`src/logic/periph_defines.svh`:
```
// widths, address map and register indexes; all accesses are full 32-bit words
`ifndef PERIPH_DEFINES_SVH
`define PERIPH_DEFINES_SVH

`define DATA_W      32
`define ADDR_W      16
`define SLOT_LSB    12
`define REG_LSB     2
`define GPIO_W      8
`define GPIO_EXT_W  6
`define CS_NUM      2

// peripheral slots, slot 3 is unmapped
`define SLOT_SPI    2'd0
`define SLOT_UART   2'd1
`define SLOT_GPIO   2'd2

// spi and uart registers
`define REG_DATA     3'd0
`define REG_STATUS   3'd1
`define REG_DIV      3'd2
`define REG_CS       3'd3

// gpio registers
`define REG_GPIO_IN   3'd0
`define REG_GPIO_OUT  3'd1
`define REG_GPIO_OE   3'd2
`define REG_IRQ_EN    3'd3
`define REG_IRQ_PEND  3'd4

// status bits
`define STAT_BUSY  0
`define STAT_DONE  1

`endif

```
`src/logic/periph_pkg.sv`:
```
// shared types for the apb peripherals; widths follow periph_defines.svh
`include "periph_defines.svh"

package periph_pkg;

  typedef logic [`DATA_W-1:0]  word_t;
  typedef logic [`ADDR_W-1:0]  addr_t;
  typedef logic [7:0]          byte_t;
  typedef logic [15:0]         div_t;
  typedef logic [2:0]          reg_idx_t;
  typedef logic [1:0]          slot_t;
  typedef logic [`GPIO_W-1:0]  gpio_t;

  typedef struct packed {
    addr_t paddr;
    logic  psel;
    logic  penable;
    logic  pwrite;
    word_t pwdata;
  } apb_req_t;

  typedef struct packed {
    word_t prdata;
    logic  pready;
    logic  pslverr;
  } apb_rsp_t;

  typedef enum logic {SPI_IDLE, SPI_SHIFT} spi_state_t;

  typedef enum logic [1:0] {UART_IDLE, UART_START, UART_DATA, UART_STOP} uart_state_t;

endpackage

```
`src/logic/apb_decoder.sv`:
```
// zero wait-state apb decode into three slots; slot 3 answers with pslverr
`timescale 1ns/1ps
`include "periph_defines.svh"

module apb_decoder import periph_pkg::*; (
  input  logic     clk,
  input  logic     rst_n,
  input  apb_req_t req,
  output apb_rsp_t rsp,
  output apb_req_t spi_req,
  output apb_req_t uart_req,
  output apb_req_t gpio_req,
  input  apb_rsp_t spi_rsp,
  input  apb_rsp_t uart_rsp,
  input  apb_rsp_t gpio_rsp
);

  slot_t slot;

  assign slot = req.paddr[`SLOT_LSB +: 2];

  // same request everywhere, psel only on the addressed slot
  always_comb begin
    spi_req       = req;
    uart_req      = req;
    gpio_req      = req;
    spi_req.psel  = req.psel && (slot == `SLOT_SPI);
    uart_req.psel = req.psel && (slot == `SLOT_UART);
    gpio_req.psel = req.psel && (slot == `SLOT_GPIO);
  end

  always_comb begin
    case (slot)
      `SLOT_SPI:  rsp = spi_rsp;
      `SLOT_UART: rsp = uart_rsp;
      `SLOT_GPIO: rsp = gpio_rsp;
      default: begin
        // unmapped slot
        rsp.prdata  = '0;
        rsp.pready  = 1'b1;
        rsp.pslverr = 1'b1;
      end
    endcase
  end

  a_one_psel: assert property (@(posedge clk) disable iff (!rst_n)
    $onehot0({spi_req.psel, uart_req.psel, gpio_req.psel}));

endmodule

```
`src/logic/spi_master.sv`:
```
// spi mode 0, msb first, one byte per DATA write; chip selects are software driven
`timescale 1ns/1ps
`include "periph_defines.svh"

module spi_master import periph_pkg::*; (
  input  logic               clk,
  input  logic               rst_n,
  input  apb_req_t           req,
  output apb_rsp_t           rsp,
  output logic               spi_clk,
  output logic               spi_mosi,
  output logic [`CS_NUM-1:0] spi_cs,
  input  logic               spi_miso,
  output logic               irq
);

  spi_state_t         state;
  div_t               div;
  logic [`CS_NUM-1:0] cs;
  byte_t              shreg;
  div_t               div_cnt;
  logic [3:0]         bit_cnt;
  logic               done;
  logic               busy;
  logic [1:0]         status;
  reg_idx_t           idx;
  logic               wr;
  logic               start;
  logic               tick;

  assign idx   = req.paddr[`REG_LSB +: 3];
  assign wr    = req.psel && req.penable && req.pwrite;
  assign busy  = (state != SPI_IDLE);
  assign start = wr && (idx == `REG_DATA) && !busy;
  assign tick  = busy && (div_cnt == div);

  assign status[`STAT_BUSY] = busy;
  assign status[`STAT_DONE] = done;

  assign spi_cs = ~cs;
  assign irq    = done;

  always_comb begin
    rsp.pready  = 1'b1;
    rsp.pslverr = wr && (idx == `REG_DATA) && busy;
    case (idx)
      `REG_DATA:   rsp.prdata = word_t'(shreg);
      `REG_STATUS: rsp.prdata = word_t'(status);
      `REG_DIV:    rsp.prdata = word_t'(div);
      `REG_CS:     rsp.prdata = word_t'(cs);
      default:     rsp.prdata = '0;
    endcase
  end

  always_ff @(posedge clk) begin
    if (!rst_n) begin
      state    <= SPI_IDLE;
      div      <= '0;
      cs       <= '0;
      div_cnt  <= '0;
      bit_cnt  <= '0;
      done     <= 1'b0;
      spi_clk  <= 1'b0;
      spi_mosi <= 1'b0;
    end else begin
      if (wr && idx == `REG_DIV)
        div <= req.pwdata[15:0];
      if (wr && idx == `REG_CS)
        cs <= req.pwdata[`CS_NUM-1:0];
      // write one to clear done
      if (wr && idx == `REG_STATUS && req.pwdata[`STAT_DONE])
        done <= 1'b0;
      case (state)
        SPI_IDLE: begin
          if (start) begin
            state    <= SPI_SHIFT;
            div_cnt  <= '0;
            bit_cnt  <= '0;
            spi_mosi <= req.pwdata[7];
          end
        end
        SPI_SHIFT: begin
          if (!tick) begin
            div_cnt <= div_cnt + 1'b1;
          end else begin
            div_cnt <= '0;
            spi_clk <= !spi_clk;
            if (!spi_clk) begin
              bit_cnt <= bit_cnt + 1'b1;
            end else if (bit_cnt == 4'd8) begin
              state <= SPI_IDLE;
              done  <= 1'b1;
            end else begin
              // next bit on the falling edge
              spi_mosi <= shreg[7];
            end
          end
        end
        default: state <= SPI_IDLE;
      endcase
    end
  end

  // tx bits leave at the top, miso enters at the bottom on the rising edge
  always_ff @(posedge clk) begin
    if (start)
      shreg <= req.pwdata[7:0];
    else if (tick && !spi_clk)
      shreg <= {shreg[6:0], spi_miso};
  end

  a_clk_idle: assert property (@(posedge clk) disable iff (!rst_n)
    (state == SPI_IDLE) |-> !spi_clk);
  a_bit_cnt: assert property (@(posedge clk) disable iff (!rst_n) bit_cnt <= 4'd8);

endmodule

```
`src/logic/uart_tx.sv`:
```
// uart transmitter, 8N1 lsb first, bit time is DIV+1 clocks; no receiver
`timescale 1ns/1ps
`include "periph_defines.svh"

module uart_tx import periph_pkg::*; (
  input  logic     clk,
  input  logic     rst_n,
  input  apb_req_t req,
  output apb_rsp_t rsp,
  output logic     tx,
  output logic     irq
);

  uart_state_t state;
  div_t        div;
  div_t        baud_cnt;
  logic [2:0]  bit_cnt;
  byte_t       shreg;
  logic        done;
  logic        busy;
  logic [1:0]  status;
  reg_idx_t    idx;
  logic        wr;
  logic        start;
  logic        tick;

  assign idx   = req.paddr[`REG_LSB +: 3];
  assign wr    = req.psel && req.penable && req.pwrite;
  assign busy  = (state != UART_IDLE);
  assign start = wr && (idx == `REG_DATA) && !busy;
  assign tick  = busy && (baud_cnt == div);

  assign status[`STAT_BUSY] = busy;
  assign status[`STAT_DONE] = done;
  assign irq = done;

  always_comb begin
    rsp.pready  = 1'b1;
    rsp.pslverr = wr && (idx == `REG_DATA) && busy;
    case (idx)
      `REG_STATUS: rsp.prdata = word_t'(status);
      `REG_DIV:    rsp.prdata = word_t'(div);
      default:     rsp.prdata = '0;
    endcase
  end

  always_ff @(posedge clk) begin
    if (!rst_n) begin
      state    <= UART_IDLE;
      div      <= '0;
      baud_cnt <= '0;
      bit_cnt  <= '0;
      done     <= 1'b0;
      tx       <= 1'b1;
    end else begin
      if (wr && idx == `REG_DIV)
        div <= req.pwdata[15:0];
      if (wr && idx == `REG_STATUS && req.pwdata[`STAT_DONE])
        done <= 1'b0;
      baud_cnt <= tick ? '0 : baud_cnt + 1'b1;
      case (state)
        UART_IDLE: begin
          baud_cnt <= '0;
          if (start) begin
            state <= UART_START;
            tx    <= 1'b0;
          end
        end
        UART_START: begin
          if (tick) begin
            state   <= UART_DATA;
            bit_cnt <= '0;
            tx      <= shreg[0];
          end
        end
        UART_DATA: begin
          if (tick) begin
            bit_cnt <= bit_cnt + 1'b1;
            if (bit_cnt == 3'd7) begin
              state <= UART_STOP;
              tx    <= 1'b1;
            end else begin
              tx <= shreg[1];
            end
          end
        end
        UART_STOP: begin
          if (tick) begin
            state <= UART_IDLE;
            done  <= 1'b1;
          end
        end
        default: state <= UART_IDLE;
      endcase
    end
  end

  // bit 0 is always the one on the line during DATA
  always_ff @(posedge clk) begin
    if (start)
      shreg <= req.pwdata[7:0];
    else if (tick && state == UART_DATA)
      shreg <= shreg >> 1;
  end

  a_tx_idle: assert property (@(posedge clk) disable iff (!rst_n) (state == UART_IDLE) |-> tx);

endmodule

```
`src/logic/gpio_apb.sv`:
```
// gpio with rising-edge interrupts; inputs are synchronized, so edges land a few clocks late
`timescale 1ns/1ps
`include "periph_defines.svh"

module gpio_apb import periph_pkg::*; (
  input  logic     clk,
  input  logic     rst_n,
  input  apb_req_t req,
  output apb_rsp_t rsp,
  input  gpio_t    gpio_in,
  output gpio_t    gpio_o,
  output gpio_t    gpio_oe,
  output logic     irq
);

  gpio_t    sync_q1;
  gpio_t    sync_q2;
  gpio_t    sync_last;
  gpio_t    rise;
  gpio_t    irq_en;
  gpio_t    irq_pend;
  reg_idx_t idx;
  logic     wr;

  assign idx  = req.paddr[`REG_LSB +: 3];
  assign wr   = req.psel && req.penable && req.pwrite;
  assign rise = sync_q2 & ~sync_last;

  always_comb begin
    rsp.pready  = 1'b1;
    rsp.pslverr = 1'b0;
    case (idx)
      `REG_GPIO_IN:  rsp.prdata = word_t'(sync_q2);
      `REG_GPIO_OUT: rsp.prdata = word_t'(gpio_o);
      `REG_GPIO_OE:  rsp.prdata = word_t'(gpio_oe);
      `REG_IRQ_EN:   rsp.prdata = word_t'(irq_en);
      `REG_IRQ_PEND: rsp.prdata = word_t'(irq_pend);
      default:       rsp.prdata = '0;
    endcase
  end

  always_ff @(posedge clk) begin
    if (!rst_n) begin
      sync_q1   <= '0;
      sync_q2   <= '0;
      sync_last <= '0;
      gpio_o    <= '0;
      gpio_oe   <= '0;
      irq_en    <= '0;
      irq_pend  <= '0;
      irq       <= 1'b0;
    end else begin
      sync_q1   <= gpio_in;
      sync_q2   <= sync_q1;
      sync_last <= sync_q2;
      if (wr && idx == `REG_GPIO_OUT)
        gpio_o <= req.pwdata[`GPIO_W-1:0];
      if (wr && idx == `REG_GPIO_OE)
        gpio_oe <= req.pwdata[`GPIO_W-1:0];
      if (wr && idx == `REG_IRQ_EN)
        irq_en <= req.pwdata[`GPIO_W-1:0];
      // a new edge wins over a clear in the same cycle
      if (wr && idx == `REG_IRQ_PEND)
        irq_pend <= (irq_pend & ~req.pwdata[`GPIO_W-1:0]) | rise;
      else
        irq_pend <= irq_pend | rise;
      irq <= |(irq_pend & irq_en);
    end
  end

endmodule

```
`src/logic/periph_top.sv`:
```
// apb peripheral subsystem on one clock; gpio lines 6 and 7 carry the uart and spi interrupts
`timescale 1ns/1ps
`include "periph_defines.svh"

module periph_top import periph_pkg::*; (
  input  logic                   clk,
  input  logic                   rst_n,
  input  apb_req_t               apb_req,
  output apb_rsp_t               apb_rsp,
  output logic                   spi_clk,
  output logic                   spi_mosi,
  output logic [`CS_NUM-1:0]     spi_cs,
  input  logic                   spi_miso,
  output logic                   uart_tx,
  input  logic [`GPIO_EXT_W-1:0] gpio_i,
  output gpio_t                  gpio_o,
  output gpio_t                  gpio_oe,
  output logic                   irq
);

  apb_req_t spi_req;
  apb_req_t uart_req;
  apb_req_t gpio_req;
  apb_rsp_t spi_rsp;
  apb_rsp_t uart_rsp;
  apb_rsp_t gpio_rsp;
  logic     irq_spi;
  logic     irq_uart;
  gpio_t    gpio_in;

  // interrupt sources share the gpio edge logic
  assign gpio_in = {irq_spi, irq_uart, gpio_i};

  apb_decoder u_decoder (
    .clk(clk), .rst_n(rst_n), .req(apb_req), .rsp(apb_rsp),
    .spi_req(spi_req), .uart_req(uart_req), .gpio_req(gpio_req),
    .spi_rsp(spi_rsp), .uart_rsp(uart_rsp), .gpio_rsp(gpio_rsp)
  );

  spi_master u_spi (
    .clk(clk), .rst_n(rst_n), .req(spi_req), .rsp(spi_rsp),
    .spi_clk(spi_clk), .spi_mosi(spi_mosi), .spi_cs(spi_cs),
    .spi_miso(spi_miso), .irq(irq_spi)
  );

  uart_tx u_uart (
    .clk(clk), .rst_n(rst_n), .req(uart_req), .rsp(uart_rsp),
    .tx(uart_tx), .irq(irq_uart)
  );

  gpio_apb u_gpio (
    .clk(clk), .rst_n(rst_n), .req(gpio_req), .rsp(gpio_rsp),
    .gpio_in(gpio_in), .gpio_o(gpio_o), .gpio_oe(gpio_oe), .irq(irq)
  );

endmodule

```
`config.mk`:
```
export PLATFORM = sky130hd
export DESIGN_NAME = periph_top
export DESIGN_NICKNAME = d
export VERILOG_FILES = /design/src/logic/periph_pkg.sv /design/src/logic/apb_decoder.sv /design/src/logic/spi_master.sv /design/src/logic/uart_tx.sv /design/src/logic/gpio_apb.sv /design/src/logic/periph_top.sv
export VERILOG_INCLUDE_DIRS = /design/src /design/src/logic
export SDC_FILE = /design/constraint.sdc
export NUM_CORES = 1
export LEC_CHECK = 0
export BUFFER_PORTS_ARGS = -buffer_cell sky130_fd_sc_hd__buf_4
export CAP_MARGIN = 0
export CORE_ASPECT_RATIO = 1.25
export CORE_MARGIN = 4
export CORE_UTILIZATION = 52
export DETAILED_ROUTE_END_ITERATION = 16
export GPL_ROUTABILITY_DRIVEN = 0
export PLACE_DENSITY = 0.78
export SKIP_LAST_GASP = 1
export SYNTH_ARGS = -nofsm -noshare
export SYNTH_HDL_FRONTEND = slang
export SYNTH_SLANG_ARGS = --single-unit
```
`constraint.sdc`:
```
create_clock -name clk -period 2 [get_ports clk]
set_input_delay 0.1 -clock clk [delete_from_list [all_inputs] [get_ports clk]]
set_output_delay 0.1 -clock clk [all_outputs]
set_load 0.05 [all_outputs]
```
==> flow_metrics.env, run 1 <==
export IMPL_grt_max_degree=47
export IMPL_die_w_um=116
export IMPL_finalNetCount=1016
export IMPL_overflow=0
export IMPL_area_delta_synth_final_pct=23.4
export IMPL_drt_iter0_drc=452
export IMPL_path_clk_slew_ns=0.06
export IMPL_synth_cell_type_count=70
export IMPL_cts_buffers=17
export IMPL_coreArea_um2=14000
export IMPL_worstSetupStartpointType="flip-flop"
export IMPL_io_pins=116
export IMPL_antenna_cells=0
export IMPL_drc=0
export IMPL_rsz0062_at_grt="yes"
export IMPL_hold_viol=0
export IMPL_ys_ff_latch=154
export IMPL_dpl_cell_area_um2=8370
export IMPL_grt_antenna_before_repair=0
export IMPL_cts_buffer_depth=2
export IMPL_wire_per_inst_um=17.6
export IMPL_avgSynthCellArea_um2=8.99
export IMPL_drv_slew=0
export IMPL_fin_crit_sh_pct=99.3
export IMPL_grt_pass1_wl_mm=31.1
export IMPL_crit_required_ns=2.29
export IMPL_path_class="flip-flop to flip-flop"
export IMPL_h_tree_depth=4
export IMPL_firstDrtPassIters=5
export IMPL_start_util_pct=53.8
export IMPL_grt_use_total_pct=23.9
export IMPL_synthArstFlopShare_pct=0
export IMPL_final_setup_viol_count=0
export IMPL_dpl_hpwl_mm=13.9
export IMPL_vdd_drop_max_uv=711
export IMPL_postLayoutCoreUtil_pct=66.4
export IMPL_vias=6491
export IMPL_hold_path_class="primary input to flip-flop"
export IMPL_critPathMaxFanout=3
export IMPL_synth_ff_type="dfxtp_1"
export IMPL_wirelength_mm=20.0
export IMPL_leakagePower_nw=3.73
export IMPL_maxSlewHeadroom_pct=66.6
export IMPL_drive_gt1_share_pct=22.0
export IMPL_root_buffer="clkbuf_16"
export IMPL_syn_inst=837
export IMPL_ys_warn_count=0
export IMPL_port_buffers=71
export IMPL_cap_violations=0
export IMPL_stdcell_area_um2=9290
export IMPL_clock_sinks=154
export IMPL_clock_fmax_ghz=0.503
export IMPL_ant_nets=0
export IMPL_viasPerCell=5.72
export IMPL_min_period_ns=1.99
export IMPL_outcome="completed"
export IMPL_cts_tree="yes"
export IMPL_worstMarginPinSlew_ns=0.502
export IMPL_insertion_delay_ns=0.42
export IMPL_synthesis_area_um2=7520
export IMPL_cp_arrival_ns=2.28
export IMPL_rows=48
export IMPL_synth_yosys_seq_area_share_pct=43.1
export IMPL_synth_edff_count=16
export IMPL_first_global_vias=6288
export IMPL_cellPowerDensity_nw_per_um2=776
export IMPL_finClkSkew_ns=0.00571
export IMPL_die_y_um=142
export IMPL_dieArea_um2=16500
export IMPL_critPathCaptureType="flip-flop"
-- cell families after synthesis --
logic type | count (synthesis) | share of synthesized area (%)
buf+inv | 84 | 5.29
other cells | 2 | 0.0998
flops | 154 | 43.1
xor+xnor | 50 | 5.82
compound gates | 144 | 12.9
fa+ha+maj | 10 | 1.66
mux | 70 | 9.90
simple gates | 323 | 21.2
-- critical path: stages, from the launching register on --
cell,delay [ns]
dfxtp_1,0.36
xor2_1,0.18
nor4_2,0.27
buf_4,0.17
nand4_1,0.18
or4_4,0.53
nor3b_2,0.17
-- where the power goes --
part	internal (W)	total (W)	switching (W)	leakage [nW]
logic	0.000205	0.000580	0.000375	2.18
clock network	0.00217	0.00346	0.00129	0.315
registers	0.00315	0.00317	0.0000217	1.24
-- cell usage in the layout, fill, tap and decap left out, drive strengths merged, types with 3 or more instances in the layout --
cell         instances
and3                 3
o21ai               15
nand4               15
clkbuf              19
nand3               26
o221ai               5
dlygate4sd3         21
nor2                86
mux2i               53
conb                17
bufinv               4
dfxtp              138
buf                121
or3                  5
and4                 3
edfxtp              16
xnor2                9
or4                  3
nor4                14
o21a                 5
o22ai                8
mux2                15
nor2b                7
ha                  10
and2                25
clkinv               4
nand2b              11
a21bo                6
nor3                11
inv                 21
a21oi               52
xor2                41
a221o                9
or2                  5
a31oi                4
nand2              103
a22oi               17
-- flip-flops by register name, indices dropped and copies added, names as in the netlist, 8 cells and up --
signal,count
u_gpio.sync_q2,8
u_gpio.gpio_oe,8
u_gpio.irq_pend,8
u_spi.div,16
u_spi.shreg,8
u_uart.shreg,8
u_gpio.sync_last,8
u_gpio.gpio_o,8
u_gpio.sync_q1,8
u_uart.baud_cnt,16
u_spi.div_cnt,16
u_gpio.irq_en,8
u_uart.div,16
-- path summary, 6_finish.rpt --
path | start | endpoint | slack [ns] | cells past startpoint
worst max-delay path | u_spi.div_cnt[15] | u_spi.busy | 0.01 | 6
worst min-delay path | apb_req[0] | u_spi.div[0] | 0.01 | 3
worst max register to register | u_spi.div_cnt[15] | u_spi.busy | 0.01 | 6
worst min register to register | u_gpio.sync_q1[0] | u_gpio.sync_q2[0] | 0.43 | 1
-- synth_stat cells, drive strengths merged, types with 2 or more instances --
library cell / count / area (um^2)
a41oi: 2 / 17.5
nor3: 11 / 76.3
and4: 3 / 28.8
ha: 10 / 125
buf: 34 / 210
o22ai: 8 / 50.1
and2: 25 / 156
o211ai: 2 / 15.0
a31oi: 4 / 31.3
nor2b: 7 / 43.8
mux4: 2 / 45.0
a21oi: 52 / 260
mux2i: 53 / 531
a221o: 9 / 90.1
nor3b: 2 / 20.0
a21bo: 6 / 60.1
o21ai: 15 / 75.1
edfxtp: 16 / 480
mux2: 15 / 169
a211o: 2 / 17.5
nand3b: 2 / 15.0
dfxtp: 138 / 2760
a22oi: 17 / 128
or3b: 2 / 17.5
or4: 3 / 22.5
nor4: 14 / 115
or2: 5 / 31.3
nand2: 103 / 389
o221ai: 5 / 43.8
a2bb2oi: 2 / 17.5
xnor2: 9 / 78.8
nand2b: 11 / 68.8
conb: 2 / 7.51
xor2: 41 / 359
nand4: 15 / 100
o21a: 5 / 37.5
o31ai: 2 / 15.0
inv: 16 / 60.1
nor2: 86 / 330
a21boi: 2 / 15.0
clkbuf: 33 / 124
nand3: 26 / 130
and3: 3 / 20.0
or3: 5 / 31.3
-- layout make-up --
| type | count | area (um^2) |
|---|---|---|
| flip-flops and latches | 154 | 3250 |
| clock buffers | 19 | 453 |
| repair buffers | 142 | 1140 |
| well taps | 175 | 219 |
| multi-input cells | 614 | 3980 |
| inverters | 17 | 63.8 |
| fillers | 1112 | 4710 |
| clock inverters | 13 | 186 |
-- routing by layer --
| metal | vias up | global-route usage (%) | part of all wire, % |
|---|---|---|---|
| li1 | 3112 | - | - |
| met1 | 3066 | 29.2 | 41 |
| met2 | 265 | 40.0 | 50 |
| met3 | 48 | 5.78 | 6.5 |
| met4 | 0 | 10.6 | 3.0 |
| met5 | - | 0 | 0 |
-- what timing repair did --
| item | 4_1_cts | 5_1_grt |
|---|---|---|
| pin swaps | 0 | 4 |
| resized for setup | 4 | 12 |
| buffers inserted | 1 | 1 |
| endpoints found under the hold margin | 37 | 0 |
| hold buffers | 21 | 0 |
| endpoints found under the setup margin | 4 | 29 |
-- through the flow --
stage	instances	TNS (ns)	setup slack, ns	hold slack [ns]	total power, W
floorplan	852	0	0.0592	0.227	0.00361
global placement	1079	0	0.117	0.307	0.00376
detailed placement	1079	0	0.0217	0.312	0.00376
CTS	1133	-0.0147	-0.0147	0.00112	0.00724
global route	1134	-0.560	-0.0938	0.0137	0.00742
finish	1134	0	0.0131	0.0122	0.00720
Note: power is estimated with default switching activity, not from simulation.
==> run 2, diff against run 1 <==
CORE_ASPECT_RATIO = not set   (was 1.25)
==> flow_metrics.env, run 2 (synthesis results as in run 1) <==
export IMPL_outcome="completed"
export IMPL_stdcell_area_um2=9320
export IMPL_first_global_vias=6182
export IMPL_vias=6496
export IMPL_drive_gt1_share_pct=23.0
export IMPL_cap_violations=0
export IMPL_io_pins=116
export IMPL_overflow=0
export IMPL_instances_no_fill=1147
export IMPL_tns_ns=0
export IMPL_grt_use_total_pct=24.0
export IMPL_cts_tree="yes"
export IMPL_critPathCaptureType="output pin"
export IMPL_worstReg2RegStart="u_spi.div[10]"
export IMPL_clock_fmax_ghz=0.508
export IMPL_path_class="flip-flop to output pin"
export IMPL_finClkSkew_ns=0.00841
export IMPL_start_util_pct=53.6
export IMPL_finalNetCount=1024
export IMPL_cts_buffers=17
export IMPL_postLayoutCoreUtil_pct=66.4
export IMPL_dpl_cell_area_um2=8450
export IMPL_hold_viol=0
export IMPL_reg2reg_depth=5
export IMPL_h_tree_depth=4
export IMPL_grt_max_degree=40
export IMPL_firstDrtPassIters=5
export IMPL_placed_cells=1090
export IMPL_grt_antenna_before_repair=1
export IMPL_min_period_ns=1.97
export IMPL_antenna_cells=0
export IMPL_coreArea_um2=14000
export IMPL_endpoint="apb_rsp[3]"
export IMPL_area_delta_synth_final_pct=23.9
export IMPL_worstSetupStartpointType="flip-flop"
export IMPL_final_common_cell="dfxtp_1"
export IMPL_root_buffer="clkbuf_16"
export IMPL_die_w_um=128
export IMPL_cellPowerDensity_nw_per_um2=743
export IMPL_hold_path_class="primary input to flip-flop"
export IMPL_drt_iter0_drc=596
export IMPL_port_buffers=71
export IMPL_path_clk_slew_ns=0.07
export IMPL_rows=43
export IMPL_grt_pass1_wl_mm=31.2
export IMPL_worstSetupStartpoint="u_spi.shreg[1]"
export IMPL_drc=0
export IMPL_vdd_drop_max_uv=644
export IMPL_clock_sinks=154
export IMPL_reg2reg_to="u_spi.busy"
export IMPL_wirelength_mm=19.6
export IMPL_critPathMaxFanout=2
export IMPL_wire_per_inst_um=17.1
export IMPL_insertion_delay_ns=0.43
export IMPL_final_cell_mix="dfxtp_1, buf_4, nand2_1, nor2_1, mux2i_1"
export IMPL_dpl_hpwl_mm=13.8
export IMPL_cp_arrival_ns=1.87
export IMPL_cts_buffer_depth=2
export IMPL_dieArea_um2=16500
export IMPL_crit_required_ns=1.90
export IMPL_leakagePower_nw=3.75
export IMPL_ant_nets=0
export IMPL_die_y_um=128
export IMPL_final_setup_viol_count=0
export IMPL_viasPerCell=5.66
export IMPL_drv_slew=0
export IMPL_rrSetupSlack_ns=0.08
export IMPL_fin_crit_sh_pct=98.4
## run 2: cell types whose count changed in the layout (fill, tap and decap cells not counted), moves of 2 or more
cell       before  now
inv_6           2    4
buf_12          1    3
dfxtp_2         2    8
buf_4         117  122
dfxtp_1       136  130
bufinv_16       4    1
## run 2: area by class of cell
class | count | area [um^2]
clock buffer | 18 | 439
clock inverter | 14 | 134
fill | 1114 | 4720
inverter | 17 | 67.6
multi-input combinational | 614 | 3970
sequential | 154 | 3250
tap | 180 | 225
timing repair buffer | 150 | 1230
## run 2: worst max-delay path, stage by stage, from the launching register on
cell and delay, ns:
edfxtp_1 0.39, mux4_2 0.49, a221o_1 0.40, buf_6 0.17
## run 2: worst min path at each step
stage / startpoint / end / slack (ns) / depth (start not counted)
global route: apb_req[1] / u_uart.div[1] / 0.02 / 3
detailed placement: gpio_i[0] / u_gpio.sync_q1[0] / 0.31 / 2
finish: apb_req[1] / u_uart.div[1] / 0.02 / 3
CTS: apb_req[6] / u_spi.div[6] / 0.0001 / 3
floorplan: gpio_i[0] / u_gpio.sync_q1[0] / 0.23 / 1
global placement: gpio_i[0] / u_gpio.sync_q1[0] / 0.31 / 2
## run 2: where the power goes
part	switching, W	leakage, nW	internal, W
Clock	0.00136	0.285	0.00177
Combinational	0.000387	2.22	0.000235
Sequential	0.0000223	1.25	0.00315
Total	0.00177	3.75	0.00515
## run 2: timing repair
item                                    4_1_cts  5_1_grt
endpoints found under the hold margin        32        1
buffers inserted                              1        2
gates cloned                                  0        0
gates resized for setup                       3       17
endpoints found under the setup margin        1       14
hold buffers                                 21        1
pin swaps                                     1        6
## run 2: metal layers
metal	share of wire, %	GRT usage (%)	routed length [um]	vias to the layer above
met3	7.3	5.42	1420	49
met2	47	38.6	9260	258
met5	0.097	0	19	-
li1	-	-	-	3144
met4	2.9	9.43	562	2
met1	43	31.4	8350	3043
## run 2: metrics by stage
stage | hold slack (ns) | power (W) | worst slack [ns]
floorplan | 0.227 | 0.00361 | 0.0592
global placement | 0.306 | 0.00376 | 0.122
detailed placement | 0.312 | 0.00377 | 0.0809
CTS | 0.000103 | 0.00692 | 0.00121
global route | 0.0167 | 0.00715 | -0.00509
finish | 0.0212 | 0.00692 | 0.0314
